## src/source/pong_pkg.sv

```systemverilog
package pong_pkg;

    //////////////////////////////
    // Field geometry
    //////////////////////////////

    // Bits per coordinate
    localparam int COORD_W = 7;
    // Playing field in cells
    localparam int FIELD_W = 96;
    localparam int FIELD_H = 64;

    //////////////////////////////
    // Objects
    //////////////////////////////

    // Ball is drawn strictly within this distance of its center
    localparam int BALL_SIZE = 2;
    // Paddle extent in rows and columns
    localparam int PAD_HEIGHT = 12;
    localparam int PAD_WIDTH  = 2;
    // Inner faces of the paddles
    localparam int XPAD_LEFT  = 4;
    localparam int XPAD_RIGHT = 91;

    //////////////////////////////
    // Scores and settings
    //////////////////////////////

    localparam int SCORE_W   = 4;
    localparam int SCORE_MAX = 9;
    localparam int DIFF_W    = 2;
    localparam int STEP_W    = 3;

    // Config bus widths
    localparam int CFG_AW = 2;
    localparam int CFG_DW = 8;
    // Config register map
    localparam logic [CFG_AW-1:0] CFG_RUN  = CFG_AW'(0);
    localparam logic [CFG_AW-1:0] CFG_DIFF = CFG_AW'(1);
    localparam logic [CFG_AW-1:0] CFG_STEP = CFG_AW'(2);

endpackage

```

## src/source/game_if.sv

```systemverilog
interface game_if;
    import pong_pkg::*;

    // Ball center
    logic [COORD_W-1:0] ball_x;
    logic [COORD_W-1:0] ball_y;
    // Paddle center rows
    logic [COORD_W-1:0] ypad_left;
    logic [COORD_W-1:0] ypad_right;

    // Ball mover needs the paddles for bounce tests
    modport ball (
        output ball_x,
        output ball_y,
        input  ypad_left,
        input  ypad_right
    );

    modport paddle (
        output ypad_left,
        output ypad_right
    );

    // Renderer only looks
    modport render (
        input ball_x,
        input ball_y,
        input ypad_left,
        input ypad_right
    );

endinterface

```

## src/source/game_cfg.sv

```systemverilog
module game_cfg (
    input  logic                        clk,
    input  logic                        rst,
    input  logic                        cfg_we,
    input  logic [pong_pkg::CFG_AW-1:0] cfg_addr,
    input  logic [pong_pkg::CFG_DW-1:0] cfg_wdata,
    output logic                        run,
    output logic [pong_pkg::DIFF_W-1:0] diff,
    output logic [pong_pkg::STEP_W-1:0] pad_step
);
    import pong_pkg::*;

    //////////////////////////////
    // Register writes
    //////////////////////////////

    // One strobe updates one register
    // New value shows the cycle after
    always_ff @(posedge clk) begin
        if (rst) begin
            run      <= 1'b0;
            diff     <= '0;
            // Paddles move one row per frame by default
            pad_step <= STEP_W'(1);
        end else if (cfg_we) begin
            case (cfg_addr)
                CFG_RUN: begin
                    run <= cfg_wdata[0];
                end
                CFG_DIFF: begin
                    diff <= cfg_wdata[DIFF_W-1:0];
                end
                CFG_STEP: begin
                    pad_step <= cfg_wdata[STEP_W-1:0];
                end
                default: begin
                    // Unmapped address
                    run <= run;
                end
            endcase
        end
    end

    // Zero step would freeze both paddles for good
    a_step_nonzero: assert property (@(posedge clk) disable iff (rst)
        pad_step != '0);

endmodule

```

## src/source/paddle_ctrl.sv

```systemverilog
module paddle_ctrl (
    input  logic                        clk,
    input  logic                        rst,
    input  logic                        frame_tick,
    input  logic [pong_pkg::STEP_W-1:0] pad_step,
    input  logic                        up_left,
    input  logic                        down_left,
    input  logic                        up_right,
    input  logic                        down_right,
    game_if.paddle                      gb
);
    import pong_pkg::*;

    // Next center row for one paddle
    // Both buttons held cancel out
    function automatic logic [COORD_W-1:0] pad_next(
        input logic [COORD_W-1:0] pos,
        input logic               up,
        input logic               down,
        input logic [STEP_W-1:0]  step
    );
        logic [COORD_W-1:0] res;
        res = pos;
        if (up && !down) begin
            // Up lowers the row number
            if (pos < PAD_HEIGHT / 2 + step) begin
                res = COORD_W'(PAD_HEIGHT / 2);
            end else begin
                res = pos - COORD_W'(step);
            end
        end else if (down && !up) begin
            // Stop with the bottom edge on the last row
            if (pos + step > FIELD_H - PAD_HEIGHT / 2) begin
                res = COORD_W'(FIELD_H - PAD_HEIGHT / 2);
            end else begin
                res = pos + COORD_W'(step);
            end
        end
        return res;
    endfunction

    //////////////////////////////
    // Paddle registers
    //////////////////////////////

    // Start centered, move once per frame
    always_ff @(posedge clk) begin
        if (rst) begin
            gb.ypad_left  <= COORD_W'(FIELD_H / 2);
            gb.ypad_right <= COORD_W'(FIELD_H / 2);
        end else if (frame_tick) begin
            gb.ypad_left  <= pad_next(gb.ypad_left, up_left, down_left, pad_step);
            gb.ypad_right <= pad_next(gb.ypad_right, up_right, down_right, pad_step);
        end
    end

    // Whole paddle stays inside the field on both sides
    a_pad_range: assert property (@(posedge clk) disable iff (rst)
        gb.ypad_left >= PAD_HEIGHT / 2 && gb.ypad_left <= FIELD_H - PAD_HEIGHT / 2 &&
        gb.ypad_right >= PAD_HEIGHT / 2 && gb.ypad_right <= FIELD_H - PAD_HEIGHT / 2);

endmodule

```

## src/source/ball_motion.sv

```systemverilog
module ball_motion (
    input  logic                        clk,
    input  logic                        rst,
    input  logic                        frame_tick,
    input  logic                        run,
    input  logic                        game_over,
    input  logic [pong_pkg::DIFF_W-1:0] diff,
    game_if.ball                        gb,
    output logic                        p1_pt,
    output logic                        p2_pt
);
    import pong_pkg::*;

    // Direction flags
    // dx high moves right, dy high moves down
    logic               dx;
    logic               dy;
    // Index of the coming serve
    logic [1:0]         st_state;
    logic [1:0]         st_next;
    logic [COORD_W-1:0] xvel;
    logic               hit_top;
    logic               hit_bot;
    logic               in_left;
    logic               in_right;
    logic               hit_left;
    logic               hit_right;
    logic               miss_left;
    logic               miss_right;
    logic               serve_hold;
    logic               point;
    logic               restart;
    logic               dx_new;
    logic               dy_new;
    logic [COORD_W-1:0] x_next;
    logic [COORD_W-1:0] y_next;

    //////////////////////////////
    // Collision tests
    //////////////////////////////

    // Horizontal speed grows with difficulty
    assign xvel = COORD_W'(diff) + COORD_W'(1);

    // Ball edge touching row 0 or the last row
    assign hit_top = !dy && gb.ball_y < BALL_SIZE;
    assign hit_bot = dy && gb.ball_y >= FIELD_H - BALL_SIZE;

    // Ball row within half a paddle of each center
    assign in_left  = gb.ball_y + PAD_HEIGHT / 2 >= gb.ypad_left &&
                      gb.ball_y <= gb.ypad_left + PAD_HEIGHT / 2;
    assign in_right = gb.ball_y + PAD_HEIGHT / 2 >= gb.ypad_right &&
                      gb.ball_y <= gb.ypad_right + PAD_HEIGHT / 2;

    // Ball edge has reached a paddle face
    assign hit_left  = !dx && gb.ball_x < XPAD_LEFT + BALL_SIZE && in_left;
    assign hit_right = dx && gb.ball_x > XPAD_RIGHT - BALL_SIZE && in_right;

    // Past the back of a paddle
    assign miss_left  = gb.ball_x < XPAD_LEFT - PAD_WIDTH;
    assign miss_right = gb.ball_x > XPAD_RIGHT + PAD_WIDTH;

    //////////////////////////////
    // Next state
    //////////////////////////////

    // Idle or finished match parks the ball
    assign serve_hold = !run || game_over;
    assign point      = !serve_hold && (miss_left || miss_right);
    assign restart    = serve_hold || miss_left || miss_right;
    // Only a scored point moves on to the next serve
    assign st_next    = point ? st_state + 2'd1 : st_state;

    assign dx_new = (hit_left || hit_right) ? !dx : dx;
    assign dy_new = (hit_top || hit_bot) ? !dy : dy;

    // Leftward step stops at column 0 so the miss test sees it
    assign x_next = dx_new ? gb.ball_x + xvel :
                    (gb.ball_x < xvel ? '0 : gb.ball_x - xvel);
    assign y_next = dy_new ? gb.ball_y + COORD_W'(1) : gb.ball_y - COORD_W'(1);

    always_ff @(posedge clk) begin
        if (rst) begin
            gb.ball_x <= COORD_W'(FIELD_W / 2);
            gb.ball_y <= COORD_W'(FIELD_H / 2);
            dx        <= 1'b0;
            dy        <= 1'b0;
            st_state  <= 2'd0;
            p1_pt     <= 1'b0;
            p2_pt     <= 1'b0;
        end else begin
            // Exit on the right is a point for player 1
            p1_pt <= frame_tick && point && miss_right;
            p2_pt <= frame_tick && point && miss_left;
            if (frame_tick) begin
                if (restart) begin
                    gb.ball_x <= COORD_W'(FIELD_W / 2);
                    gb.ball_y <= COORD_W'(FIELD_H / 2);
                    // Bit 0 picks right, bit 1 picks down
                    dx        <= st_next[0];
                    dy        <= st_next[1];
                    st_state  <= st_next;
                end else begin
                    gb.ball_x <= x_next;
                    gb.ball_y <= y_next;
                    dx        <= dx_new;
                    dy        <= dy_new;
                end
            end
        end
    end

    // Ball cannot be beyond both paddles in one frame
    a_one_point: assert property (@(posedge clk) disable iff (rst)
        !(p1_pt && p2_pt));

endmodule

```

## src/source/score_keeper.sv

```systemverilog
module score_keeper (
    input  logic                         clk,
    input  logic                         rst,
    input  logic                         p1_pt,
    input  logic                         p2_pt,
    output logic [pong_pkg::SCORE_W-1:0] score_p1,
    output logic [pong_pkg::SCORE_W-1:0] score_p2,
    output logic                         game_over
);
    import pong_pkg::*;

    // Either side at the limit ends the match
    assign game_over = (score_p1 == SCORE_W'(SCORE_MAX)) ||
                       (score_p2 == SCORE_W'(SCORE_MAX));

    //////////////////////////////
    // Score counters
    //////////////////////////////

    // Counts freeze once the match is over
    always_ff @(posedge clk) begin
        if (rst) begin
            score_p1 <= '0;
            score_p2 <= '0;
        end else if (!game_over) begin
            if (p1_pt) begin
                score_p1 <= score_p1 + SCORE_W'(1);
            end
            if (p2_pt) begin
                score_p2 <= score_p2 + SCORE_W'(1);
            end
        end
    end

    // Limit holds whatever the point pulses do
    a_score_cap: assert property (@(posedge clk) disable iff (rst)
        score_p1 <= SCORE_MAX && score_p2 <= SCORE_MAX);

endmodule

```

## src/source/raster_render.sv

```systemverilog
module raster_render (
    input  logic                         clk,
    input  logic                         rst,
    game_if.render                       gb,
    output logic [pong_pkg::COORD_W-1:0] scan_x,
    output logic [pong_pkg::COORD_W-1:0] scan_y,
    output logic                         pixel,
    output logic                         frame_tick
);
    import pong_pkg::*;

    logic last_col;
    logic ball_on;
    logic pad_left_on;
    logic pad_right_on;

    // Paddle covers rows center-6 up to center+5
    function automatic logic pad_rows(
        input logic [COORD_W-1:0] y,
        input logic [COORD_W-1:0] ypad
    );
        return (y + PAD_HEIGHT / 2 >= ypad) && (y < ypad + PAD_HEIGHT / 2);
    endfunction

    //////////////////////////////
    // Scan counters
    //////////////////////////////

    assign last_col   = scan_x == COORD_W'(FIELD_W - 1);
    // High on the last cell where the scan wraps
    assign frame_tick = last_col && scan_y == COORD_W'(FIELD_H - 1);

    // Row-major walk of one cell per clock
    always_ff @(posedge clk) begin
        if (rst) begin
            scan_x <= '0;
            scan_y <= '0;
        end else if (last_col) begin
            scan_x <= '0;
            scan_y <= frame_tick ? '0 : scan_y + COORD_W'(1);
        end else begin
            scan_x <= scan_x + COORD_W'(1);
        end
    end

    //////////////////////////////
    // Pixel
    //////////////////////////////

    // Ball square strictly within BALL_SIZE of center
    // Offsets added on the scan side to avoid wrap at column 0
    assign ball_on = scan_x + BALL_SIZE > gb.ball_x && scan_x < gb.ball_x + BALL_SIZE &&
                     scan_y + BALL_SIZE > gb.ball_y && scan_y < gb.ball_y + BALL_SIZE;

    // Paddles sit just outside their faces
    assign pad_left_on  = scan_x >= XPAD_LEFT - PAD_WIDTH && scan_x < XPAD_LEFT &&
                          pad_rows(scan_y, gb.ypad_left);
    assign pad_right_on = scan_x > XPAD_RIGHT && scan_x <= XPAD_RIGHT + PAD_WIDTH &&
                          pad_rows(scan_y, gb.ypad_right);

    assign pixel = ball_on || pad_left_on || pad_right_on;

endmodule

```

## src/source/pong_top.sv

```systemverilog
module pong_top (
    input  logic                         clk,
    input  logic                         rst,
    input  logic                         cfg_we,
    input  logic [pong_pkg::CFG_AW-1:0]  cfg_addr,
    input  logic [pong_pkg::CFG_DW-1:0]  cfg_wdata,
    input  logic                         up_left,
    input  logic                         down_left,
    input  logic                         up_right,
    input  logic                         down_right,
    output logic [pong_pkg::COORD_W-1:0] scan_x,
    output logic [pong_pkg::COORD_W-1:0] scan_y,
    output logic                         pixel,
    output logic [pong_pkg::SCORE_W-1:0] score_p1,
    output logic [pong_pkg::SCORE_W-1:0] score_p2,
    output logic                         game_over
);
    import pong_pkg::*;

    logic              frame_tick;
    logic              run;
    logic [DIFF_W-1:0] diff;
    logic [STEP_W-1:0] pad_step;
    // Point pulses from ball to scores
    logic              p1_pt;
    logic              p2_pt;

    // Object positions shared by movers and renderer
    game_if game_bus ();

    game_cfg u_cfg (
        .clk(clk), .rst(rst), .cfg_we(cfg_we), .cfg_addr(cfg_addr),
        .cfg_wdata(cfg_wdata), .run(run), .diff(diff), .pad_step(pad_step)
    );

    paddle_ctrl u_paddle (
        .clk(clk), .rst(rst), .frame_tick(frame_tick), .pad_step(pad_step),
        .up_left(up_left), .down_left(down_left),
        .up_right(up_right), .down_right(down_right), .gb(game_bus.paddle)
    );

    ball_motion u_ball (
        .clk(clk), .rst(rst), .frame_tick(frame_tick), .run(run),
        .game_over(game_over), .diff(diff), .gb(game_bus.ball),
        .p1_pt(p1_pt), .p2_pt(p2_pt)
    );

    score_keeper u_score (
        .clk(clk), .rst(rst), .p1_pt(p1_pt), .p2_pt(p2_pt),
        .score_p1(score_p1), .score_p2(score_p2), .game_over(game_over)
    );

    raster_render u_render (
        .clk(clk), .rst(rst), .gb(game_bus.render), .scan_x(scan_x),
        .scan_y(scan_y), .pixel(pixel), .frame_tick(frame_tick)
    );

endmodule

```

## config.mk

```make
export PLATFORM = sky130hd
export DESIGN_NAME = pong_top
export DESIGN_NICKNAME = d
export VERILOG_FILES = /design/src/source/pong_pkg.sv /design/src/source/game_if.sv /design/src/source/game_cfg.sv /design/src/source/paddle_ctrl.sv /design/src/source/ball_motion.sv /design/src/source/score_keeper.sv /design/src/source/raster_render.sv /design/src/source/pong_top.sv
export SDC_FILE = /design/constraint.sdc
export NUM_CORES = 1
export LEC_CHECK = 0
export ABC_AREA = 0
export BUFFER_PORTS_ARGS = -buffer_cell sky130_fd_sc_hd__buf_2
export CAP_MARGIN = 20
export CORE_UTILIZATION = 35
export CTS_BUF_LIST = sky130_fd_sc_hd__clkbuf_4
export DETAILED_ROUTE_END_ITERATION = 6
export GPL_ROUTABILITY_DRIVEN = 1
export SETUP_SLACK_MARGIN = 0.3
export SLEW_MARGIN = 20
export SYNTH_ARGS = -nofsm -noshare
export SYNTH_HDL_FRONTEND = slang
export SYNTH_SLANG_ARGS = --single-unit
```

## constraint.sdc

```tcl
create_clock -name clk -period 8.04 [get_ports clk]
set_input_delay 0.402 -clock clk [delete_from_list [all_inputs] [get_ports clk]]
set_output_delay 0.402 -clock clk [all_outputs]
set_load 0.1 [all_outputs]
```

# After elaboration in Yosys (flattened, before gate mapping)
# Cells that the tools add are included.
[word_totals]
wordCells = 149
register_bits = 62
input_bits = 17
[op_classes]
n_mux = 19
n_addsub = 25
n_bitwise = 1
magnitude_cmp = 27
reduce_logical = 55
eq_ne = 6
[ops]
columns = ["operator", "n"]
rows = [
  ["7-bit by 32-bit less-than comparator with 1-bit output", 6],
  ["32-bit by 7-bit greater-or-equal comparator with 1-bit output", 4],
  ["7-bit two-way mux", 14],
  ["32-bit by 6-bit > comparator with 1-bit output (second input constant)", 2],
  ["32-bit by 7-bit > comparator with 1-bit output", 2],
  ["7-bit by 32-bit <= comparator with 1-bit output", 2],
  ["7-bit by 2-bit adder with 8-bit output (second input constant)", 4],
  ["7-bit by 3-bit adder with 8-bit output (second input constant)", 4],
  ["1-bit logical AND", 26],
  ["7-bit by 1-bit adder with 7-bit output (second input constant)", 3],
  ["7-bit > comparator (second input constant)", 3],
  ["7-bit by 3-bit adder with 8-bit output", 2],
  ["2-bit AND reduction", 8],
  ["7-bit by 3-bit adder with 7-bit output", 2],
  ["7-bit by 2-bit less-than comparator with 1-bit output (second input constant)", 2],
  ["7-bit by 3-bit less-than comparator with 1-bit output (second input constant)", 2],
  ["7-bit by 3-bit subtractor with 7-bit output", 2],
  ["1-bit logical OR", 9],
  ["4-bit by 1-bit adder with 4-bit output (second input constant)", 2],
  ["4-bit equality test (second input constant)", 2],
  ["1-bit zero test", 8],
  ["7-bit adder", 1],
  ["7-bit by 6-bit equality test with 1-bit output (second input constant)", 1],
  ["7-bit equality test (second input constant)", 1],
  ["other kinds (17)", 21],
]

# Logic depth before layout (Yosys ltp)
[logic_depth]
ltp_word = 8
mapped_depth = 15
ltp_nobuf = 14

# Cells and area by module
# From an unflattened synthesis, not the netlist that was laid out.
[hier_totals]
cells_unflattened = 899
area_unflattened_um2 = 7309.5
[by_module_without_submodules]
columns = ["module", "cells_each", "n_inst", "area_per_inst_um2"]
rows = [
  ["raster_render", 307, 1, 2482.4],
  ["ball_motion", 301, 1, 2381.0],
  ["paddle_ctrl", 215, 1, 1731.7],
  ["score_keeper", 49, 1, 435.4],
  ["game_cfg", 27, 1, 279.0],
]

# Worst setup path before layout
# No wires, ideal clock.
[synth_timing]
kind = "reg2out"
from = "register u_render.scan_y[1] (netlist bit)"
to = "output port pixel"
path_buffers = 0
required_ns = 7.638
path_stages_with_launch = 12
arrival_ns = 3.609
path_slack_ns = 4.029
path_cell_list = "dfxtp_1 > inv_1 > ha_1 > nor2b_1 > o21a_1 > o21ai_0 > nand2b_1 > maj3_1 > a221oi_1 > nor2_1 > o32ai_1 > a21o_1"
[synth_between]
elab_chain_len = 6
[synth_lines]
columns = ["item", "line_no", "rtl"]
rows = [
  ["start: declaration", "raster_render.sv:6", "output logic [pong_pkg::COORD_W-1:0] scan_y,"],
  ["start signal: assignment", "raster_render.sv:40", "scan_y <= frame_tick ? '0 : scan_y + COORD_W'(1);"],
  ["7-bit by 2-bit adder with 8-bit output / 7-bit by 3-bit adder with 8-bit output (equally long branches)", "raster_render.sv:53, raster_render.sv:22", ""],
  ["32-bit by 7-bit > comparator with 1-bit output / 32-bit by 7-bit greater-or-equal comparator with 1-bit output (equally long branches)", "raster_render.sv:53, raster_render.sv:22", ""],
  ["1-bit logical AND (on tied branches)", "raster_render.sv:52, raster_render.sv:22", ""],
  ["1-bit logical AND (on tied branches)", "raster_render.sv:53, raster_render.sv:56", ""],
  ["1-bit logical OR", "raster_render.sv:61", "assign pixel = ball_on || pad_left_on || pad_right_on;"],
  ["1-bit logical OR (*)", "raster_render.sv:61", ""],
  ["end: declaration", "pong_top.sv:13", "output logic pixel,"],
]
# Every way passes the cells marked *; elsewhere a longest branch is shown, timed or not.

# Worst setup path in the final report
# Ends and elaborated chain as after synthesis.

==> flow_summary.ini <==
[run_status]
status = completed

[worst_setup_path]
crit_path_start_kind = flop
slowest_delay_ns = 0.67
critPathArrivalTime_ns = 3.81
critPathMaxFanout = 11
crit_path_end_kind = output pin
crit_required_ns = 7.64
path_class = flop to output pin
path_cells = inv_1, ha_1, inv_1, ha_1, a21o_1, a21o_1, a21o_1, a21o_1, a211oi_1, a2111oi_0, a21o_1, buf_2
cp_common_cell = a21o_1
r2r_setup_slack_ns = 4.28
cp_slowest_cell = dfxtp_1
reg2reg_depth = 14

[grt]
grt_pass1_vias = 5746
grt_pass1_wl_um = 28900
grt_max_degree = 51
antenna_found_initial = 0
grtUsageTotal_pct = 18.5
overflow = 0

[pwr]
internal_power_w = 0.000426
seqPwrFrac_pct = 51.4
ir_worst_vdd_mv = 0.0465
pwr-share-clk_pct = 38.5
p_sw_share_pct = 30.4
pwr-share-comb_pct = 10.1
leakagePower_nw = 3.05
p_total_w = 0.000613
p_switching_w = 0.000186
p_per_area_nw_per_um2 = 85.8

[flow_run]
drv_cap = 0

[clock_network]
htree_levels = 3
clock_sinks = 62
post_cts_buffers = 0
cts_tree = built
cts_buffer_depth = 2
numCtsBuffers = 9
root_buffer = clkbuf_4
cts.clk_slew.worst_paths_ns = 0.12
post_cts_resized = 0
clock_latency_ns = 0.46
hold_buffers = 0

[drt]
first_pass_iters = 4
via_per_inst = 5.35
wl_per_cell_um = 15.9
vias = 5848
dr.first_iter.drc_count = 322
drtAntennaViolNets = 0
drc = 0
routed_wl_um = 17400

[sta]
rsz0062_at_grt = false
worst_pin_slew_ns = 0.864
finalSetupTns_ns = 0
setup_violations = 0
fmax_ghz = 0.238
final-hold-violation-count = 0
drv_slew = 0
skew_ns = 0.0145
max-slew-margin-rel_pct = 41.9
period_minus_slack_ns = 4.21
worst_slack_ns = 3.83
min_period_over_period_pct = 52.3

[logic_synthesis]
yosysMostFrequentCell = ha_1
synth_top_family_by_area = adder cells
ys_ff_latch = 62
async_flop_share_pct = 0
synth_top_cells_by_area = ha_1 23%, dfxtp_1 19%, xnor2_1 4.9%
syn-cell-area_um2 = 6680
synth_xor_area_share_pct = 7.21
avgSynthCellArea_um2 = 7.91
synth-compound-area-share_pct = 21.7
synth_mux_area_share_pct = 1.05
netlist.area_leader.share_pct = 22.9
syn_inst = 844
synth_common_cells = 122 x ha_1, 81 x nor2_1, 62 x dfxtp_1
yosys_warnings = 0
synth_cell_types = 63
synth_fa_ha_area_share_pct = 25.9
synth_seq_area_share_pct = 18.6
yosysTopAreaCell = ha_1
synthSimpleGateAreaFrac_pct = 19.7
syn-num-nets = 992
synthFlopType = dfxtp_1
synth_edf_count = 0

[hold_path]
hp-class = input port to flop
hold_depth = 3

[cells_and_area]
n_antenna_cell = 0
area_growth_pct = 6.89
final_core_util_pct = 38.2
seq_area_um2 = 1240
nets = 1002
layout-drive-gt1-share_pct = 7.57
fillers = 1966
multi_input_area_um2 = 5050

[placement]
dp_hpwl_um = 13200
dp_slack_ns = 4.13
io_buffer_count = 35
gp_congestion = 0.865

[floorplan]
die_h_um = 140
core_um2 = 18700
die-area_um2 = 19600
initial_utilization_pct = 35.7
pin_count = 41
die_w_um = 140
row_count = 50
==> registers in the layout (all words and copies together) (netlist names), 2 cells and up <==
name                    flops
u_ball.gb.ball_x            7
u_ball.gb.ball_y            7
u_paddle.gb.ypad_left       7
u_paddle.gb.ypad_right      7
u_render.scan_x             7
u_render.scan_y             7
u_score.score_p1            4
u_score.score_p2            4
u_cfg.pad_step              3
u_ball.st_state             2
u_cfg.diff                  2
==> per-layer routing <==
metal | global-route usage, % | part of all wire (%)
met5 | 0 | 0
met4 | 6.36 | 2.2
met3 | 2.74 | 2.7
met2 | 31.9 | 47
met1 | 23.5 | 48
==> final timing paths <==
path                                 endpoint                              startpoint
max                                     pixel         u_render.scan_y[1]$_SDFFE_PP0P_
min            u_cfg.pad_step[2]$_SDFFE_PP0P_                            cfg_wdata[2]
max reg2reg  u_ball.gb.ball_x[4]$_SDFFE_PP1P_  u_paddle.gb.ypad_right[1]$_SDFFE_PP0P_
min reg2reg  u_score.score_p2[3]$_SDFFE_PP0P_        u_score.score_p2[3]$_SDFFE_PP0P_
==> through the flow <==
step	std cells	hold slack, ns	instance area, um2
floorplan	844	0.460	6680
global placement	1077	0.487	6990
detailed placement	1077	0.497	6990
CTS	1093	0.136	7130
global route	1093	0.178	7140
finish	1093	0.172	7140
==> power by group through the flow <==
stage | logic, W | registers [W] | clock network [W]
finish | 0.0000619 | 0.000315 | 0.000236
global route | 0.0000700 | 0.000316 | 0.000258
CTS | 0.0000624 | 0.000315 | 0.000246
detailed placement | 0.0000620 | 0.000322 | 0
global placement | 0.0000619 | 0.000322 | 0
floorplan | 0.0000383 | 0.000329 | 0
==> cells in the final DEF (no fill, tap or decap), drive strengths merged, types with 4 or more instances in the layout <==
cell type	count
o21a	9
buf	36
or3	7
clkbuf	9
ha	122
a211o	7
a311oi	4
o21ai	49
a21o	22
nand4	10
a211oi	18
nor3b	4
or4	4
nor2	82
inv	63
nor3	24
mux2i	7
nand2	48
nand2b	15
a31oi	13
nand3	29
or2	7
o22ai	15
nand3b	5
o21bai	9
xor2	18
nor4	8
and3	4
fa	9
nor2b	11
dfxtp	62
a21oi	54
xnor2	37
==> cell type report <==
cell class / count / area share [%]
clock inverter: 7 / 0.999
inverter: 62 / 3.26
tap: 234 / 4.10
multi-input combinational: 683 / 70.7
timing repair buffer: 36 / 2.56
sequential: 62 / 17.4
clock buffer: 9 / 0.946
==> cell families (layout without fill, tap and decap cells) <==
logic type               count (synthesis)  count (layout)
buffers and inverters                   99             114
flip-flops                              62              62
AND/OR/NAND/NOR                        262             262
multiplexers                             7               7
adder cells (fa/ha/maj)                133             133
XOR/XNOR                                55              55
AO/OA/AOI/OAI                          226             226
==> critical path: cells and delay by family, from the launching register on <==
kind	cells	cell delay, ns
AO/OA/AOI/OAI	7	1.39
buffers and inverters	3	0.64
adder cells (fa/ha/maj)	2	0.65
flip-flops	1	0.67
(Power assumes the default switching activity.)
